<file path="src/hdl/wcs_pkg.sv">
package wcs_pkg;

  // Micro address, bit 12 picks the bank
  localparam int UA_W    = 13;
  localparam int BANK_AW = 12;  // 4K words per bank

  // A microword is loaded as four 16-bit lanes
  localparam int LANE_W  = 16;
  localparam int N_LANES = 4;

  // Loader register map, byte offsets
  localparam logic [11:0] REG_CTRL = 12'h000;
  localparam logic [11:0] REG_ADDR = 12'h004;
  localparam logic [11:0] REG_DATA = 12'h008;

  // APB request from the master
  typedef struct packed {
    logic        psel;
    logic        penable;
    logic        pwrite;
    logic [11:0] paddr;
    logic [31:0] pwdata;
  } apb_req_t;

  typedef struct packed {
    logic        pready;
    logic        pslverr;
    logic [31:0] prdata;
  } apb_rsp_t;

  // Decoded microinstruction layout, msb first
  typedef struct packed {
    logic [12:0] next_addr;  // Branch target
    logic [4:0]  cond_sel;   // Test condition for the sequencer
    logic [5:0]  alu_op;
    logic [4:0]  src_a;
    logic [4:0]  src_b;
    logic [4:0]  dest;
    logic [24:0] misc;       // Remaining control bits
  } cs_fields_t;

  // Loader sees lanes, sequencer sees fields
  typedef union packed {
    logic [N_LANES-1:0][LANE_W-1:0] lanes;  // Lane 0 in bits 15..0
    cs_fields_t                     fields;
  } cs_word_u;

  typedef struct packed {
    logic            valid;
    logic [UA_W-1:0] ua;
  } fetch_req_t;

  typedef struct packed {
    logic     valid;
    cs_word_u word;
  } fetch_rsp_t;

  // Single command port into the store
  typedef struct packed {
    logic               en;
    logic [UA_W-1:0]    ua;
    logic [N_LANES-1:0] lane_we;  // Zero for a read
    cs_word_u           wdata;
  } store_cmd_t;

endpackage

</file>
<file path="src/hdl/wcs_load_fsm.sv">
`timescale 1ns/1ps

module wcs_load_fsm (
  input  logic                sysclk,
  input  logic                rst,
  input  wcs_pkg::apb_req_t   apb_req,
  output wcs_pkg::apb_rsp_t   apb_rsp,
  input  logic [12:0]         ua,         // From the address counter
  input  logic [1:0]          lane,
  input  wcs_pkg::cs_word_u   rdata,      // Store read data
  output logic                load_mode,
  output logic                cnt_set,
  output logic [12:0]         cnt_set_ua,
  output logic [1:0]          cnt_set_lane,
  output logic                cnt_step,
  output wcs_pkg::store_cmd_t load_cmd
);
  import wcs_pkg::*;

  typedef enum logic [1:0] {
    IDLE,
    ACCESS,
    READ_WAIT
  } state_t;

  state_t state;
  state_t state_nxt;
  logic   setup_ph;   // psel without penable
  logic   is_ctrl;
  logic   is_addr;
  logic   is_data;
  logic   data_ok;    // DATA access allowed, store owned by loader
  logic   ctrl_wr;

  assign setup_ph = apb_req.psel & ~apb_req.penable;
  assign is_ctrl  = (apb_req.paddr == REG_CTRL);
  assign is_addr  = (apb_req.paddr == REG_ADDR);
  assign is_data  = (apb_req.paddr == REG_DATA);
  assign data_ok  = is_data & load_mode;

  // ADDR write layout, word in 12..0 and lane in 17..16
  assign cnt_set_ua   = apb_req.pwdata[UA_W-1:0];
  assign cnt_set_lane = apb_req.pwdata[17:16];

  always_comb begin
    state_nxt            = state;
    apb_rsp              = '0;
    cnt_set              = 1'b0;
    cnt_step             = 1'b0;
    ctrl_wr              = 1'b0;
    load_cmd             = '0;
    load_cmd.ua          = ua;
    load_cmd.wdata.lanes = {N_LANES{apb_req.pwdata[LANE_W-1:0]}};  // Strobe picks the lane
    case (state)
      IDLE: begin
        if (setup_ph) begin
          state_nxt = ACCESS;
        end
      end
      ACCESS: begin
        if (!apb_req.psel) begin
          state_nxt = IDLE;  // Master abandoned the transfer
        end else if (apb_req.penable) begin
          if (apb_req.pwrite || !data_ok) begin
            // Zero wait state completion
            apb_rsp.pready  = 1'b1;
            apb_rsp.pslverr = !(is_ctrl || is_addr || data_ok);
            state_nxt       = IDLE;
            if (apb_req.pwrite) begin
              ctrl_wr          = is_ctrl;
              cnt_set          = is_addr;
              cnt_step         = data_ok;
              load_cmd.en      = data_ok;
              load_cmd.lane_we = data_ok ? (4'b0001 << lane) : 4'b0000;
            end else if (is_ctrl) begin
              apb_rsp.prdata = {31'b0, load_mode};
            end else if (is_addr) begin
              apb_rsp.prdata = {14'b0, lane, 3'b0, ua};
            end
          end else begin
            load_cmd.en = 1'b1;  // Issue bank read, answer next cycle
            state_nxt   = READ_WAIT;
          end
        end
      end
      READ_WAIT: begin
        apb_rsp.pready = 1'b1;
        apb_rsp.prdata = {16'b0, rdata.lanes[lane]};  // Lane still unchanged here
        cnt_step       = 1'b1;
        state_nxt      = IDLE;
      end
      default: state_nxt = IDLE;
    endcase
  end

  always_ff @(posedge sysclk) begin
    if (rst) begin
      state     <= IDLE;
      load_mode <= 1'b0;
    end else begin
      state <= state_nxt;
      if (ctrl_wr) begin
        load_mode <= apb_req.pwdata[0];
      end
    end
  end

  // Master must still hold the access phase when the slave answers
  a_pready_in_access: assert property (@(posedge sysclk) disable iff (rst)
    apb_rsp.pready |-> (apb_req.psel && apb_req.penable))
    else $error("wcs_load_fsm: pready outside the access phase");

endmodule

</file>
<file path="config.mk">
export PLATFORM = sky130hd
export DESIGN_NAME = wcs_load_fsm
export DESIGN_NICKNAME = d
export VERILOG_FILES = /design/src/hdl/wcs_pkg.sv /design/src/hdl/wcs_load_fsm.sv
export SDC_FILE = /design/constraint.sdc
export NUM_CORES = 1
export LEC_CHECK = 0
export ABC_AREA = 0
export BUFFER_PORTS_ARGS = -buffer_cell sky130_fd_sc_hd__buf_2
export CAP_MARGIN = 25
export CORE_AREA = 2 2 103 105
export DETAILED_ROUTE_END_ITERATION = 10
export DIE_AREA = 0 0 105 107
export PLACE_DENSITY = 0.55
export SETUP_SLACK_MARGIN = 0.05
export SLEW_MARGIN = 20
export SYNTH_ARGS = -nofsm -noshare
export SYNTH_HDL_FRONTEND = slang
export SYNTH_SLANG_ARGS = --single-unit
</file>
<file path="constraint.sdc">
create_clock -name sysclk -period 3.95 [get_ports sysclk]
set_input_delay 0.5925 -clock sysclk [delete_from_list [all_inputs] [get_ports sysclk]]
set_output_delay 0.5925 -clock sysclk [all_outputs]
set_load 0.03 [all_outputs]
</file>
==> results.ini, run 1 <==
[run_status]
status = finished clean

[global_route]
antenna_found_initial = 0
grt_use_total = 0.0896
grt_pass1_vias = 1431
grt_pass1_wl_um = 7920
grt_max_degree = 22
globalRouteOverflowTotal = 0

[layout]
multiInputGateArea_um2 = 947
final_util = 0.193
area_growth_pct = 7.90
seq_area_um2 = 60.1
num_antenna_cells = 0
num-nets-final = 375
final_cells = 379
nFillCells = 1153
finalInstanceArea_mm2 = 0.00195
drive_above_1_share = 0.704

[logic_synthesis]
yosysSeqAreaShare = 0.0333
synthCells = 198
synth_area_per_cell_um2 = 9.12
ys_seq_elements = 3
synth_largest_area_cell = buf_4
yosys-top-cells-area = buf_4 44%, mux4_2 20%, a32o_1 6.7%
yosys_warnings = 0
synth_edf_count = 0
synthesis.area_mm2 = 0.00181
synth_top_area_share = 0.441
synth_commonest_cells = 106 x buf_4, 16 x mux4_2, 12 x a32o_1
synth-main-ff-cell = dfxtp_1
synth.distinct_cells = 36
yosysMostFrequentCell = buf_4
synth_async_sr_flop_share = 0

[timing]
max_freq_ghz = 0.358
rsz0062_at_grt = no
finalClockSkew_ns = 0.00551
tightestPinTransition_ns = 0.767
hold_viol = 0
finalSetupTns_ns = 0
setup_violations = 0
drv_slew = 0
relSlewSlack = 0.488
post-route-min-period_ns = 2.79
finalCritPeriodShare = 0.706

[clock_tree]
clock_latency_ns = 0.22
clk_root_buffer_cell = clkbuf_8
clockBufferDepth = 2
ctsResizeCount = 0
cts_tree = yes
postCtsSetupBuffers = 0
cts_htree_levels = 1
hold_buffers = 0
cts_buffers = 3
cts.reportedPaths.clkPinSlew_ns = 0.04
cts_sinks = 3

[worst_setup_path]
rrSetupSlack_ns = 2.33
worst_r2r_path_depth = 6
arrival_ns = 2.20
cpPeakStageDelay_ns = 0.58
cp-end-kind = output pin
worstSetupPathType = input pin to output pin
required_ns = 3.36
crit_path_frequent_cell = buf_2
crit_fanout = 21
crit_slowest_cell = mux4_2
startpoint_type = input pin
worstPathCellList = buf_2 -> mux4_2 -> nand2_1 -> o41ai_1 -> and2_1 -> buf_2

[power]
internal-power_uw = 174
combPwrFrac = 0.571
power_frac_seq = 0.111
power.switching_uw = 114
p_per_area_mw_per_mm2 = 148
p_sw_frac = 0.395
clkPwrFrac = 0.319
peakVddDrop_mv = 0.0675
cellLeakagePower_uw = 0.000983

[routing]
ant_nets = 0
post_drt_wl_per_cell_um = 14.3
route.detailed.drc = 0
viasPerCell = 3.92
wl_um = 5440
drt-initial-drc-count = 49
vias = 1485
first_pass_iters = 4

[place]
numPortBuffers = 142
place_inst = 375
gp_congestion = 0.759
dp_hpwl_um = 4590
dpl_cell_area_mm2 = 0.00190

[die]
start_util = 0.179
core_area_mm2 = 0.0101
fp-row-count = 37
pin_count = 262
die-width_um = 105
dieHeight_um = 107
dieArea_mm2 = 0.0112

[min_path]
hold_path.class = flop to flop
hold_depth = 2

[flow_run]
drv_cap = 0

[cells in the final DEF (no fill, tap or decap), types with 2 or more instances in the layout]
| master | synthesis | final |
|---|---|---|
| and2_1 | 3 | 3 |
| a32o_1 | 12 | 12 |
| dfxtp_1 | 3 | 3 |
| nor2b_1 | 3 | 3 |
| a21oi_1 | 3 | 3 |
| mux4_2 | 16 | 16 |
| nor2_4 | 2 | 2 |
| nor4_4 | 2 | 2 |
| nor3_1 | 4 | 4 |
| buf_2 | 2 | 142 |
| inv_1 | 2 | 2 |
| clkbuf_8 | 0 | 3 |
| o21ai_0 | 2 | 2 |
| conb_1 | 1 | 14 |
| nand2b_1 | 3 | 3 |
| mux2i_1 | 2 | 2 |
| and4b_1 | 2 | 2 |
| ha_1 | 3 | 3 |
| nand2_1 | 5 | 5 |
[kinds of logic after synthesis]
kind of cell	synth area share
buf+inv	0.469
simple gates	0.166
compound gates	0.0977
mux	0.211
fa+ha+maj	0.0208
flops	0.0333
other cells	0.00208
[worst paths after layout]
kind | start | endpoint
setup / recovery | lane[0] | apb_rsp[0]
hold / removal | state[0] | state[0]
setup reg to reg | state[1] | load_mode
hold reg to reg | state[0] | state[0]
[critical path: cells and delay by family]
family	cells	cell delay, ns
AOI/OAI and AO/OA	1	0.08
buffers and inverters	2	0.69
muxes	1	0.58
and+or+nand+nor	2	0.25
[through the flow]
| step | setup WS [ns] | total power, uW | hold WS, ns |
|---|---|---|---|
| after floorplan | 1.40 | 287 | 0.465 |
| after global placement | 1.14 | 195 | 0.489 |
| after detailed placement | 1.10 | 199 | 0.490 |
| after CTS | 1.10 | 292 | 0.499 |
| after global routing | 1.01 | 309 | 0.522 |
| final | 1.16 | 288 | 0.497 |
[state kept, by name, summed over array words and instances (netlist names)]
name       flops
load_mode      1
state          2
[metal layers]
layer,global-route usage,part of all wire,vias up
met4,0.0229,0.013,0
met2,0.153,0.50,104
li1,-,-,679
met3,0.0304,0.096,13
met1,0.108,0.39,689
met5,0,0,-
[layout make-up]
cell class	count	area share
Clock buffer	4	0.0231
Inverter	2	0.00385
Multi-Input combinational cell	91	0.486
Sequential cell	3	0.0308
Tap cell	136	0.0873
Timing Repair Buffer	143	0.369
[power by group through the flow]
stage | Clock (uW) | Combinational, uW | Sequential [uW]
2_1_floorplan | 0 | 255 | 32.2
3_3_place_gp | 0 | 163 | 32.3
3_5_place_dp | 0 | 167 | 32.3
4_1_cts | 92.9 | 167 | 31.9
5_1_grt | 99.3 | 178 | 31.9
6_report | 91.9 | 164 | 31.9
Note: power is estimated with default switching activity, not from simulation.
==> run 2: changes to the inputs <==
- CORE_AREA: 2 2 103 105 -> 2 2 102 104
- DIE_AREA: 0 0 105 107 -> 0 0 104 106
- PLACE_DENSITY: 0.55 -> 0.58
- clock period: 3.95 -> 2.5 ns (I/O delays scaled with it)
==> run 2 against run 1 <==
Worst hold slack worse by 0.14 ns; via count up 2.9%; sequential share of layout area down 0.096 points; clock-buffer cell count unchanged; sequential power up 58%; highest routed layer unchanged.
==> results.ini, run 2 (same netlist as run 1, synthesis figures left out) <==
[timing]
finalClockSkew_ns = 0.00391  ; -0.00160 ns
hold_viol = 0  ; unchanged
setup_violations = 0  ; unchanged
rsz0062_at_grt = no
finalCritPeriodShare = 0.914
max_freq_ghz = 0.438
drv_slew = 0  ; unchanged
post-route-min-period_ns = 2.29
finalSetupTns_ns = 0  ; unchanged

[worst_setup_path]
crit_family = simple AND/OR/NAND/NOR gates
required_ns = 2.12  ; -1.24 ns
worstSetupPathType = flop to output pin
r2r-end = load_mode
crit_slowest_cell = dfxtp_1
rrSetupSlack_ns = 0.77  ; -1.56 ns
cp-endpoint = apb_rsp[12]
cpPeakStageDelay_ns = 0.31  ; -0.27 ns
r2r_start = state[1]
worst_r2r_path_depth = 7  ; +1
cp-end-kind = output pin
cp_num_cells = 8  ; +2
crit_fanout = 14  ; -33%
crit_start = state[1]
worstPathCellList = inv_1 -> ha_1 -> and3_2 -> nand4_4 -> nor2_4 -> buf_6 -> a32o_1 -> buf_2
path_buf_inv = 3  ; +1
startpoint_type = flop
arrival_ns = 1.91  ; -0.29 ns

[layout]
nFillCells = 1159  ; +0.52%
final_cell_mix = 142 x buf_2, 16 x mux4_2, 14 x conb_1
area_growth_pct = 11.4
drive_above_1_share = 0.715  ; +0.0112
largest_register_ffs = 2  ; unchanged
final_util = 0.201  ; +0.00804
finalInstanceArea_mm2 = 0.00201  ; +3.2%
final_cells = 385  ; +1.6%
final_common_cell = buf_2
top_regs = state: 2 flops, load_mode: 1 flops
regMostFlops = state
seq_area_um2 = 60.1  ; unchanged
num_antenna_cells = 0  ; unchanged
num-nets-final = 381  ; +1.6%
multiInputGateArea_um2 = 948  ; +0.13%

[routing]
ant_nets = 0  ; unchanged
viasPerCell = 3.97  ; +1.3%
route.detailed.drc = 0  ; unchanged
first_pass_iters = 3  ; -1
vias = 1528  ; +2.9%
drt-initial-drc-count = 25  ; -49%
wl_um = 5520  ; +1.6%
post_drt_wl_per_cell_um = 14.3  ; about the same

[global_route]
grt_max_degree = 17  ; -23%
antenna_found_initial = 0  ; unchanged
globalRouteOverflowTotal = 0  ; unchanged
grt_pass1_vias = 1597  ; +12%
grt_use_total = 0.0914  ; +0.00183
grt_pass1_wl_um = 8020  ; +1.3%

[power]
cellLeakagePower_uw = 0.00102  ; +3.4%
p_per_area_mw_per_mm2 = 230  ; +55%
peakVddDrop_mv = 0.107  ; +59%
power_uw = 462  ; +60%

[clock_tree]
cts_htree_levels = 1  ; unchanged
cts_sinks = 3  ; unchanged
hold_buffers = 0  ; unchanged
clockBufferDepth = 2  ; unchanged
cts_buffers = 3  ; unchanged
cts_tree = yes
cts.reportedPaths.clkPinSlew_ns = 0.04  ; about the same
clock_latency_ns = 0.22  ; about the same
clk_root_buffer_cell = clkbuf_8

[place]
place_inst = 379  ; +1.1%
dp_hpwl_um = 4700  ; +2.5%
dpl_cell_area_mm2 = 0.00195  ; +2.2%
numPortBuffers = 142  ; unchanged
gp_congestion = 0.714  ; -6.0%

[flow_run]
drv_cap = 0  ; unchanged

[die]
dieArea_mm2 = 0.0110  ; -1.9%
dieHeight_um = 106  ; -0.93%
die-width_um = 104  ; -0.95%
fp-row-count = 37  ; unchanged
core_area_mm2 = 0.0100  ; -0.92%
start_util = 0.181  ; +0.00166
pin_count = 262  ; unchanged

[min_path]
hold_path.class = input pin to flop
min_from = rst

[run_status]
status = finished clean

==> run 2: layout make-up <==
class	instances	area share
multi-input combinational	91	0.472
timing repair buffer	149	0.388
tap	136	0.0846
sequential	3	0.0299
clock buffer	4	0.0224
inverter	2	0.00373
==> run 2: what timing repair did <==
item	in CTS	in global routing
setup endpoints to repair	0	16
buffers inserted	0	2
resized for setup	0	2
==> run 2: worst min-delay path by stage <==
stage	endpoint	slack, ns	cells past startpoint
5_1_grt	state[0]	0.37	2
3_3_place_gp	state[0]	0.49	2
3_5_place_dp	state[0]	0.51	2
4_1_cts	state[0]	0.36	2
6_report	state[0]	0.36	2
2_1_floorplan	state[0]	0.44	1
==> run 2: stage by stage <==
stage	hold slack, ns	setup slack [ns]
final	0.361	0.215
after global routing	0.370	0.0404
after CTS	0.365	0.0737
after detailed placement	0.509	0.299
after global placement	0.487	0.296
after floorplan	0.444	0.351
==> run 2: report_power, final <==
group	leakage, uW	total, uW	internal, uW	switching (uW)
clock	0.0000228	149	109	40.0
combinational	0.000969	262	121	141
sequential	0.0000243	50.5	49.5	1.04
total	0.00102	462	280	182
==> run 2: per-layer routing <==
layer / vias up / wire length [um] / track usage
li1: 695 / - / -
met1: 712 / 2230 / 0.111
met2: 105 / 2750 / 0.160
met3: 16 / 452 / 0.0251
met4: 0 / 88 / 0.0232
met5: - / 0 / 0
