[src/hdl/wcs_pkg.sv]
package wcs_pkg;

  // Micro address, bit 12 picks the bank
  localparam int UA_W    = 13;
  localparam int BANK_AW = 12;  // 4K words per bank

  // A microword is loaded as four 16-bit lanes
  localparam int LANE_W  = 16;
  localparam int N_LANES = 4;

  // Loader register map, byte offsets
  localparam logic [11:0] REG_CTRL = 12'h000;
  localparam logic [11:0] REG_ADDR = 12'h004;
  localparam logic [11:0] REG_DATA = 12'h008;

  // APB request from the master
  typedef struct packed {
    logic        psel;
    logic        penable;
    logic        pwrite;
    logic [11:0] paddr;
    logic [31:0] pwdata;
  } apb_req_t;

  typedef struct packed {
    logic        pready;
    logic        pslverr;
    logic [31:0] prdata;
  } apb_rsp_t;

  // Decoded microinstruction layout, msb first
  typedef struct packed {
    logic [12:0] next_addr;  // Branch target
    logic [4:0]  cond_sel;   // Test condition for the sequencer
    logic [5:0]  alu_op;
    logic [4:0]  src_a;
    logic [4:0]  src_b;
    logic [4:0]  dest;
    logic [24:0] misc;       // Remaining control bits
  } cs_fields_t;

  // Loader sees lanes, sequencer sees fields
  typedef union packed {
    logic [N_LANES-1:0][LANE_W-1:0] lanes;  // Lane 0 in bits 15..0
    cs_fields_t                     fields;
  } cs_word_u;

  typedef struct packed {
    logic            valid;
    logic [UA_W-1:0] ua;
  } fetch_req_t;

  typedef struct packed {
    logic     valid;
    cs_word_u word;
  } fetch_rsp_t;

  // Single command port into the store
  typedef struct packed {
    logic               en;
    logic [UA_W-1:0]    ua;
    logic [N_LANES-1:0] lane_we;  // Zero for a read
    cs_word_u           wdata;
  } store_cmd_t;

endpackage

[src/hdl/wcs_addr_counter.sv]
`timescale 1ns/1ps

module wcs_addr_counter (
  input  logic        sysclk,
  input  logic        rst,
  input  logic        set,       // Load from an ADDR register write
  input  logic [12:0] set_ua,
  input  logic [1:0]  set_lane,
  input  logic        step,      // One completed DATA access
  output logic [12:0] ua,        // Current word address
  output logic [1:0]  lane       // Current lane inside the word
);
  import wcs_pkg::*;

  logic last_lane;

  assign last_lane = (lane == 2'(N_LANES - 1));

  // Lane moves first, word address follows on lane wrap
  always_ff @(posedge sysclk) begin
    if (rst) begin
      ua   <= '0;
      lane <= '0;
    end else if (set) begin
      ua   <= set_ua;
      lane <= set_lane;
    end else if (step) begin
      if (last_lane) begin
        lane <= '0;
        ua   <= ua + 13'd1;  // 0x1FFF rolls over to 0
      end else begin
        lane <= lane + 2'd1;
      end
    end
  end

  // FSM never completes an ADDR write and a DATA access in one cycle
  a_set_xor_step: assert property (@(posedge sysclk) disable iff (rst) !(set && step))
    else $error("wcs_addr_counter: set and step together");

endmodule

[config.mk]
export PLATFORM = sky130hd
export DESIGN_NAME = wcs_addr_counter
export DESIGN_NICKNAME = d
export VERILOG_FILES = /design/src/hdl/wcs_pkg.sv /design/src/hdl/wcs_addr_counter.sv
export SDC_FILE = /design/constraint.sdc
export NUM_CORES = 1
export LEC_CHECK = 0
export ABC_AREA = 0
export BUFFER_PORTS_ARGS = -buffer_cell sky130_fd_sc_hd__buf_4
export CAP_MARGIN = 40
export CORE_ASPECT_RATIO = 0.75
export CORE_UTILIZATION = 49
export CTS_BUF_LIST = sky130_fd_sc_hd__clkbuf_4
export DETAILED_ROUTE_END_ITERATION = 8
export PLACE_DENSITY = 0.8
export SYNTH_ARGS = -nofsm -noshare
export SYNTH_HDL_FRONTEND = slang
export SYNTH_SLANG_ARGS = --single-unit
[constraint.sdc]
create_clock -name sysclk -period 1.55 [get_ports sysclk]
set_input_delay 0.31 -clock sysclk [delete_from_list [all_inputs] [get_ports sysclk]]
set_output_delay 0.31 -clock sysclk [all_outputs]
set_load 0.1 [all_outputs]
==> metrics.txt, run 1 <==
status completed; first-pass GRT wire length around 3300 um; Synth area leader dfxtp_1; CP max FO 5; post-route cell area ~1200 um^2; DR WL/cell around 12 um; post-route ant nets 0; Chip Height 38.6 um; Overall Power around 1.0 mW; CTS Buf Count 3; most frequent cells in the layout buf_4 (33), dfxtp_4 (13), inv_1 (12); clock latency on the worst-skew pair ~290 ps; GRT Util Overall 24.1%; routability cong. 0.742; commonest non-fill, non-tap cell in the layout buf_4; LEAKAGE a little under 0.6 nW; syn_nets ~120; CTS tree done; share of layout cells above drive strength 1 43.7%; gate count after technology mapping between 100 and 150; initial antenna violation count 0; Via Count 791; total core area ~1600 um^2; Peak Freq between 600 and 700 MHz; PortBufs 33; Die Span X 50.9 um; final number of max-transition violations 0; final worst-path cycle share around 95%; register area share after synthesis about a third; die area around 2000 um^2; Arrival @ worst endpoint ~1700 ps; H-Tree Depth 1; Max rail drop VDD ~0.63 mV; Yosys top cell area share about a third; final WL 1920 um; # Post-CTS Setup Buffers 0; clk root buf clkbuf_4; Fin. Hold Viols 0; pre-CTS setup slack 112 ps; nets@finish 157; Cell variety after synth 21; largest cells by area after synthesis dfxtp_1 (34%), o21a_1 (8.6%), xor2_1 (8.0%); worst-case clock buffer depth 2; worst slew pin tran approximately 270 ps; # fillers roughly 130; hpwl dp about 1400 um; largest net degree at the start of global routing 27; clk_skew 8.18 ps; Inst Count DP roughly 150; initial DRC count 15; global route overflow 0; number of global-route vias before repair 714; Pre-antenna DRT Iters 3; Setup CP Type register to register; fin crit period roughly 1500 ps; P per Cell Area about 850 nW/um^2; element type at the critical path end register; ant diodes 0; Finish-stage setup viols 0; row count 12; Netlist Area Pre-Place between 800 and 900 um^2; synth warn 0; Reg clk slew, reported paths 90 ps; min-delay worst type input pin to register; reg2reg setup slack 80 ps; max cap viols 0; CTS Sinks 15; Starting Density a little under three fifths; post-placement cell area about 1200 um^2; register bit total from synthesis 15; final worst setup slack 78.9 ps; Setup crit start kind register; Resized cells post-CTS 0; area grow syn2layout 39.7%; I/O pin count 34; DRC Markers 0; non-filler instance count after layout 156; syn_area_per_cell around 8.6 um^2; vias per std cell 5.07; RSZ-0062 raised after global routing false; hold_buf cts 0; relative max-transition margin roughly 82%; WP data required roughly 1800 ps
==> layer usage <==
metal / share of wire (%) / track usage, % / vias to the layer above
li1: - / - / 413
met1: 51 / 31.2 / 351
met2: 43 / 37.7 / 22
met3: 4.6 / 5.88 / 5
met4: 2.0 / 12.5 / 0
met5: 0 / 0 / -
==> cells by family after synthesis <==
family,Yosys count,share of synthesized area (%)
muxes,7,8.27
AOI/OAI and AO/OA,21,14.8
and+or+nand+nor,29,20.8
adders and majority gates,2,2.85
DFF,15,34.2
xor gates and xnor gates,12,12.0
buffers and inverters,16,6.99
==> through the flow <==
| step | setup TNS, ps | hold WS, ps | util [%] |
|---|---|---|---|
| 5_1_grt | 0 | 246 | 77.7 |
| 3_3_place_gp | 0 | 538 | 76.0 |
| 2_1_floorplan | -3.04 | 451 | - |
| 6_report | 0 | 242 | 77.7 |
| 4_1_cts | 0 | 233 | 77.7 |
| 3_5_place_dp | 0 | 545 | 76.0 |
==> worst max-delay path, cell delays in order (launching register included) <==
cell and delay [ps]:
dfxtp_4 380, ha_1 170, nand4_1 210, nor3_1 320, xor2_1 110, o21a_1 170
==> final timing paths <==
| kind | from | cells after the start | end |
|---|---|---|---|
| min | set_ua[1] | 3 | ua[1] |
| max | ua[0] | 5 | ua[10] |
| min reg2reg | ua[9] | 2 | ua[9] |
| max reg2reg | ua[0] | 5 | ua[10] |
==> registers in the layout, summed over array words and instances (netlist names) <==
name,cells
lane,2
ua,13
==> Yosys cell counts <==
| cell | instances |
|---|---|
| nor4_4 | 1 |
| nand3_2 | 1 |
| buf_1 | 1 |
| nand2_1 | 4 |
| xor2_1 | 8 |
| nor4_2 | 2 |
| nor3_1 | 4 |
| dfxtp_1 | 15 |
| o21a_1 | 10 |
| nand3_1 | 4 |
| nand4_4 | 1 |
| clkbuf_1 | 2 |
| nor2_1 | 10 |
| a21oi_1 | 11 |
| xnor2_1 | 4 |
| ha_1 | 2 |
| nand4_1 | 2 |
| mux2i_1 | 5 |
| inv_1 | 12 |
| buf_2 | 1 |
| mux2_2 | 2 |
==> final cells by class <==
| class | instances | area [um^2] | share of cell area (%) |
|---|---|---|---|
| inverter | 12 | 45.0 | 3.68 |
| timing repair buffer | 33 | 248 | 20.2 |
| tap | 21 | 26.3 | 2.15 |
| clock inverter | 1 | 5.00 | 0.409 |
| clock buffer | 3 | 22.5 | 1.84 |
| multi-input combinational | 71 | 528 | 43.1 |
| sequential | 15 | 350 | 28.6 |
==> power breakdown <==
part / internal, mW / switching [mW] / leakage (nW)
Combinational: 0.110 / 0.264 / 0.434
Clock: 0.0962 / 0.133 / 0.0177
Sequential: 0.408 / 0.0354 / 0.133
Note: power is estimated with default switching activity, not from simulation.
==> run 2, diff against run 1 <==
- CORE_UTILIZATION: 49 -> 47
- CTS_BUF_LIST: sky130_fd_sc_hd__clkbuf_4 -> default
- PLACE_DENSITY: 0.8 -> 0.77
==> run 2 against run 1 <==
Net effect:
- sequential power about the same
- utilization down 7.2 points
- total power shrank 0.41%
- maximum frequency is 6.9% higher
- non-clock buffer count unchanged
- cell count grew 0.64%
- worst setup slack improved by 95 ps
- sequential share of layout area barely moved
- critical path depth is the same
- hold slack better by 7.8 ps
- via count shrank 0.13%
- first-iteration DRC count decreased by 60%
- critical path type unchanged
==> metrics.txt, run 2 (same netlist as run 1, synthesis figures left out) <==
crit path cell chain ha_1, nand4_1, nor3_1, xor2_1, o21a_1; final number of max-transition violations 0 (unchanged); min-delay worst type input pin to register; non-filler instance count after layout 157 (+0.64%); reg2reg setup slack 170 ps (+90 ps); Hold Path Depth 3 (unchanged); TNS Setup 0 ps (unchanged); PortBufs 33 (unchanged); share of layout cells above drive strength 1 43.7% (unchanged); vias per std cell 5.03 (-0.76%); hold_buf cts 0 (unchanged); initial DRC count 6 (-9); relative max-transition margin 80.9% (-0.62 points); clock latency on the worst-skew pair 290 ps (about the same); post-placement cell area 1200 um^2 (+0.10%); number of global-route vias before repair 662 (-7.3%); CTS Buf Count 3 (unchanged); fin crit period 1380 ps (-94.5 ps); ant diodes 0 (unchanged); crit path launch ua[0]; DRC Markers 0 (unchanged); Biggest register ua; Sequential Area 350 um^2 (unchanged); post-route ant nets 0 (unchanged); area occupied by multi-input gates 528 um^2 (unchanged); worst reg-to-reg path cell count 5 (unchanged); worst setup path endpoint ua[10]; # Post-CTS Setup Buffers 0 (unchanged); Setup CP Type register to register; status completed; hpwl dp 1480 um (+5.4%); first-pass GRT wire length 2950 um (-9.9%); Reg clk slew, reported paths 90 ps (about the same); I/O pin count 34 (unchanged); row count 13 (+1); Peak Freq 726 MHz (+6.9%); WP data required 1740 ps (about the same); most frequent cells in the layout buf_4 (33), dfxtp_4 (13), inv_1 (12); Reg-to-Reg End ua[10]; initial antenna violation count 0 (unchanged); die area 2040 um^2 (+4.0%); max reg flops 13 (unchanged); CTS tree done; Setup crit start kind register; nets@finish 157 (unchanged); total core area 1740 um^2 (+10%); clk_skew 5.92 ps (-2.26 ps); clk root buf clkbuf_4; final WL 1950 um (+1.6%); LEAKAGE 0.584 nW (unchanged); RSZ-0062 raised after global routing false; Chip Height 39.4 um (+2.0%); Regs by FF count ua x13, lane x2; CTS Sinks 15 (unchanged); slowest stage cell, crit path dfxtp_4; FF-to-FF Start ua[0]; H-Tree Depth 1 (unchanged); CP peak stage delay 380 ps (about the same); area grow syn2layout 39.8%; global route overflow 0 (unchanged); Max rail drop VDD 0.564 mV (-10%); Fin. Hold Viols 0 (unchanged); max cap viols 0 (unchanged); Arrival @ worst endpoint 1570 ps (-100 ps); Via Count 790 (-0.13%); Die Span X 51.9 um (+2.0%); # fillers 141 (+10%); commonest non-fill, non-tap cell in the layout buf_4; worst-case clock buffer depth 2 (unchanged); Pre-antenna DRT Iters 3 (unchanged); Inst Count DP 153 (+0.66%); worst slew pin tran 284 ps (+9.41 ps); largest net degree at the start of global routing 27 (unchanged); Resized cells post-CTS 0 (unchanged); GRT Util Overall 21.2% (-2.9 points); P per Cell Area 849 nW/um^2 (-0.51%); element type at the critical path end register; routability cong. 0.840 (+13%); post-route cell area 1230 um^2 (+0.10%); DR WL/cell 12.4 um (+0.92%); Starting Density 50.4% (-5.2 points); Final Hold Slack 250 ps (+7.81 ps); final worst-path cycle share 88.8% (-6.1 points); Finish-stage setup viols 0 (unchanged); CP max FO 5 (unchanged)
-- run 2: per-stage QoR --
step / setup slack [ps] / total power, mW / utilization, %
2_1_floorplan: -3.04 / 0.728 / -
3_3_place_gp: 191 / 0.818 / 68.9
3_5_place_dp: 169 / 0.826 / 68.9
4_1_cts: 154 / 1.06 / 70.5
5_1_grt: 46.6 / 1.09 / 70.5
6_report: 173 / 1.04 / 70.5
-- run 2: how the worst min path moves through the flow --
stage	startpoint	slack [ps]	endpoint
after global placement	set_lane[1]	540	lane[1]
final	set_ua[1]	250	ua[1]
after floorplan	set_lane[1]	450	lane[1]
after CTS	set_ua[1]	240	ua[1]
after detailed placement	set_lane[1]	550	lane[1]
after global routing	set_ua[1]	250	ua[1]
-- run 2: routing by layer --
layer  part of all wire (%)  GRT usage (%)
met5                      0              0
met4                    1.5           10.1
met3                    5.4           7.75
met2                     44           32.7
met1                     49           26.0
-- run 2: worst max-delay path: cells and delay by family (launching register included) --
| family | cells | cell delay [ps] |
|---|---|---|
| AND/OR/NAND/NOR | 2 | 460 |
| XOR/XNOR | 1 | 100 |
| adder cells (fa/ha/maj) | 1 | 170 |
| flip-flops | 1 | 380 |
| AO/OA/AOI/OAI | 1 | 170 |
-- run 2: cell type report --
class	count	share of cell area (%)
Clock inverter	1	0.408
Multi-Input combinational cell	71	43.1
Clock buffer	3	1.84
Inverter	12	3.67
Tap cell	22	2.24
Sequential cell	15	28.6
Timing Repair Buffer	33	20.2
-- run 2: power breakdown --
group / leakage, nW / switching [mW] / total (mW) / internal (mW)
Clock: 0.0177 / 0.130 / 0.226 / 0.0960
Sequential: 0.133 / 0.0349 / 0.443 / 0.408
Combinational: 0.434 / 0.263 / 0.373 / 0.109
Total: 0.584 / 0.428 / 1.04 / 0.613
==> run 3, diff against run 2 <==
- PLACE_DENSITY: 0.77 -> 0.84
==> run 3 against run 2 <==
Net effect:
- register-to-register slack worse by 50 ps
- critical path type unchanged
- clock skew is 3.3 ps lower
- largest cell class unchanged
- cell count stayed put
- total power is 0.43% lower
- first-iteration DRC count is 33% higher
- highest routed layer unchanged
==> metrics.txt, run 3 (same netlist as run 1, synthesis figures left out) <==
Via Count 805 (+1.9%); Setup crit start kind register; worst-case clock buffer depth 2 (unchanged); min-delay worst type input pin to register; CTS Buf Count 3 (unchanged); first-pass GRT wire length 2950 um (-0.24%); Reg clk slew, reported paths 80 ps (about the same); DRC Markers 0 (unchanged); status completed; RSZ-0062 raised after global routing false; clk_skew 2.57 ps (-3.35 ps); row count 13 (unchanged); max cap viols 0 (unchanged); Flop pwr share 42.8% (+0.3 points); Sw Ratio 40.5% (-0.63 points); slowest stage cell, crit path dfxtp_4; Final Core Density 70.4% (-0.072 points); # Post-CTS Setup Buffers 0 (unchanged); relative max-transition margin 81.0% (+0.12 points); final worst-path cycle share 92.1% (+3.3 points); clock share of power 21.2% (-0.5 points); number of global-route vias before repair 673 (+1.7%); element type at the critical path end register; pre-CTS setup slack 146 ps (-22.2 ps); Regs by FF count ua x13, lane x2; final WL 1980 um (+1.7%); clk root buf clkbuf_4; commonest non-fill, non-tap cell in the layout buf_4; CP max FO 5 (unchanged); routability cong. 0.847 (+0.88%); P per Cell Area 847 nW/um^2 (-0.32%); worst slew pin tran 287 ps (+2.74 ps); ant diodes 0 (unchanged); total internal power 0.617 mW (+0.64%); total core area 1740 um^2 (unchanged); Chip Height 39.4 um (unchanged); Pre-antenna DRT Iters 4 (+1); DR WL/cell 12.6 um (+1.7%); sw power 0.420 mW (-2.0%); LEAKAGE 0.582 nW (-0.47%); fin crit period 1430 ps (+51.6 ps); PortBufs 33 (unchanged); largest net degree at the start of global routing 27 (unchanged); post-placement cell area 1200 um^2 (unchanged); # fillers 156 (+11%); nets@finish 157 (unchanged); initial antenna violation count 0 (unchanged); GRT Util Overall 20.8% (-0.40 points); post-route ant nets 0 (unchanged); hpwl dp 1550 um (+4.8%); initial DRC count 8 (+2); Peak Freq 700 MHz (-3.6%); CP peak stage delay 380 ps (about the same); Overall Power 1.04 mW (-0.43%); I/O pin count 34 (unchanged); area grow syn2layout 39.7%; Inst Count DP 153 (unchanged); Combinational Power Share 36.0% (+0.2 points); die area 2040 um^2 (unchanged); Starting Density 50.4% (unchanged); Fin. Hold Viols 0 (unchanged); non-filler instance count after layout 157 (unchanged); WP data required 1730 ps (about the same); CTS Sinks 15 (unchanged); Finish-stage setup viols 0 (unchanged); Biggest register ua; vias per std cell 5.13 (+1.9%); final number of max-transition violations 0 (unchanged); hold_buf cts 0 (unchanged); H-Tree Depth 1 (unchanged); share of layout cells above drive strength 1 43.0% (-0.74 points); TNS Setup 0 ps (unchanged); CTS tree done; post-route cell area 1220 um^2 (-0.10%); most frequent cells in the layout buf_4 (33), dfxtp_4 (13), inv_1 (12); final worst setup slack 122 ps (-51.6 ps); Arrival @ worst endpoint 1610 ps (+40 ps); global route overflow 0 (unchanged); Final Hold Slack 255 ps (+4.84 ps); Die Span X 51.9 um (unchanged); Resized cells post-CTS 0 (unchanged); crit path cell chain ha_1, nand4_1, nor3_1, xor2_1, o21a_1; Setup CP Type register to register; clock latency on the worst-skew pair 280 ps (about the same); max reg flops 13 (unchanged); Max rail drop VDD 0.630 mV (+12%)
[run 3: cell types whose count changed in the layout (fill, tap and decap cells not counted), sizes merged]
cell,change
clkbuf,+1
clkinv,-1
[run 3: metal layers]
| layer | wire length (um) | track usage [%] | up-vias | share of wire [%] |
|---|---|---|---|---|
| met2 | 921 | 35.3 | 31 | 46 |
| met5 | 0 | 0 | - | 0 |
| li1 | - | - | 410 | - |
| met1 | 908 | 25.2 | 360 | 46 |
| met4 | 25 | 4.05 | 0 | 1.3 |
| met3 | 127 | 7.75 | 4 | 6.4 |
[run 3: power groups by stage]
stage          Clock, mW  Sequential, mW  Combinational [mW]
2_1_floorplan          0           0.642              0.0855
3_3_place_gp           0           0.450               0.367
3_5_place_dp           0           0.453               0.374
4_1_cts            0.227           0.444               0.375
5_1_grt            0.244           0.449               0.390
6_report           0.219           0.444               0.373
[run 3: final cells by class]
type	instances	area, um^2	share of cell area, %
Timing Repair Buffer	33	248	20.2
Inverter	12	45.0	3.68
Clock buffer	4	26.3	2.15
Sequential cell	15	350	28.6
Multi-Input combinational cell	71	528	43.1
Tap cell	22	27.5	2.25
[run 3: worst paths after layout]
kind | start | end | slack, ps | depth (start not counted)
max reg2reg | ua[0] | ua[10] | 120 | 5
min reg2reg | ua[10] | ua[10] | 610 | 2
max | ua[0] | ua[10] | 120 | 5
min | set_lane[1] | lane[1] | 250 | 3
[run 3: worst max-delay path, delay by kind of cell, from the launching register on]
family	cells	cell delay, ps
compound gates	1	170
xor+xnor	1	110
simple gates	2	510
fa+ha+maj	1	160
flops	1	380
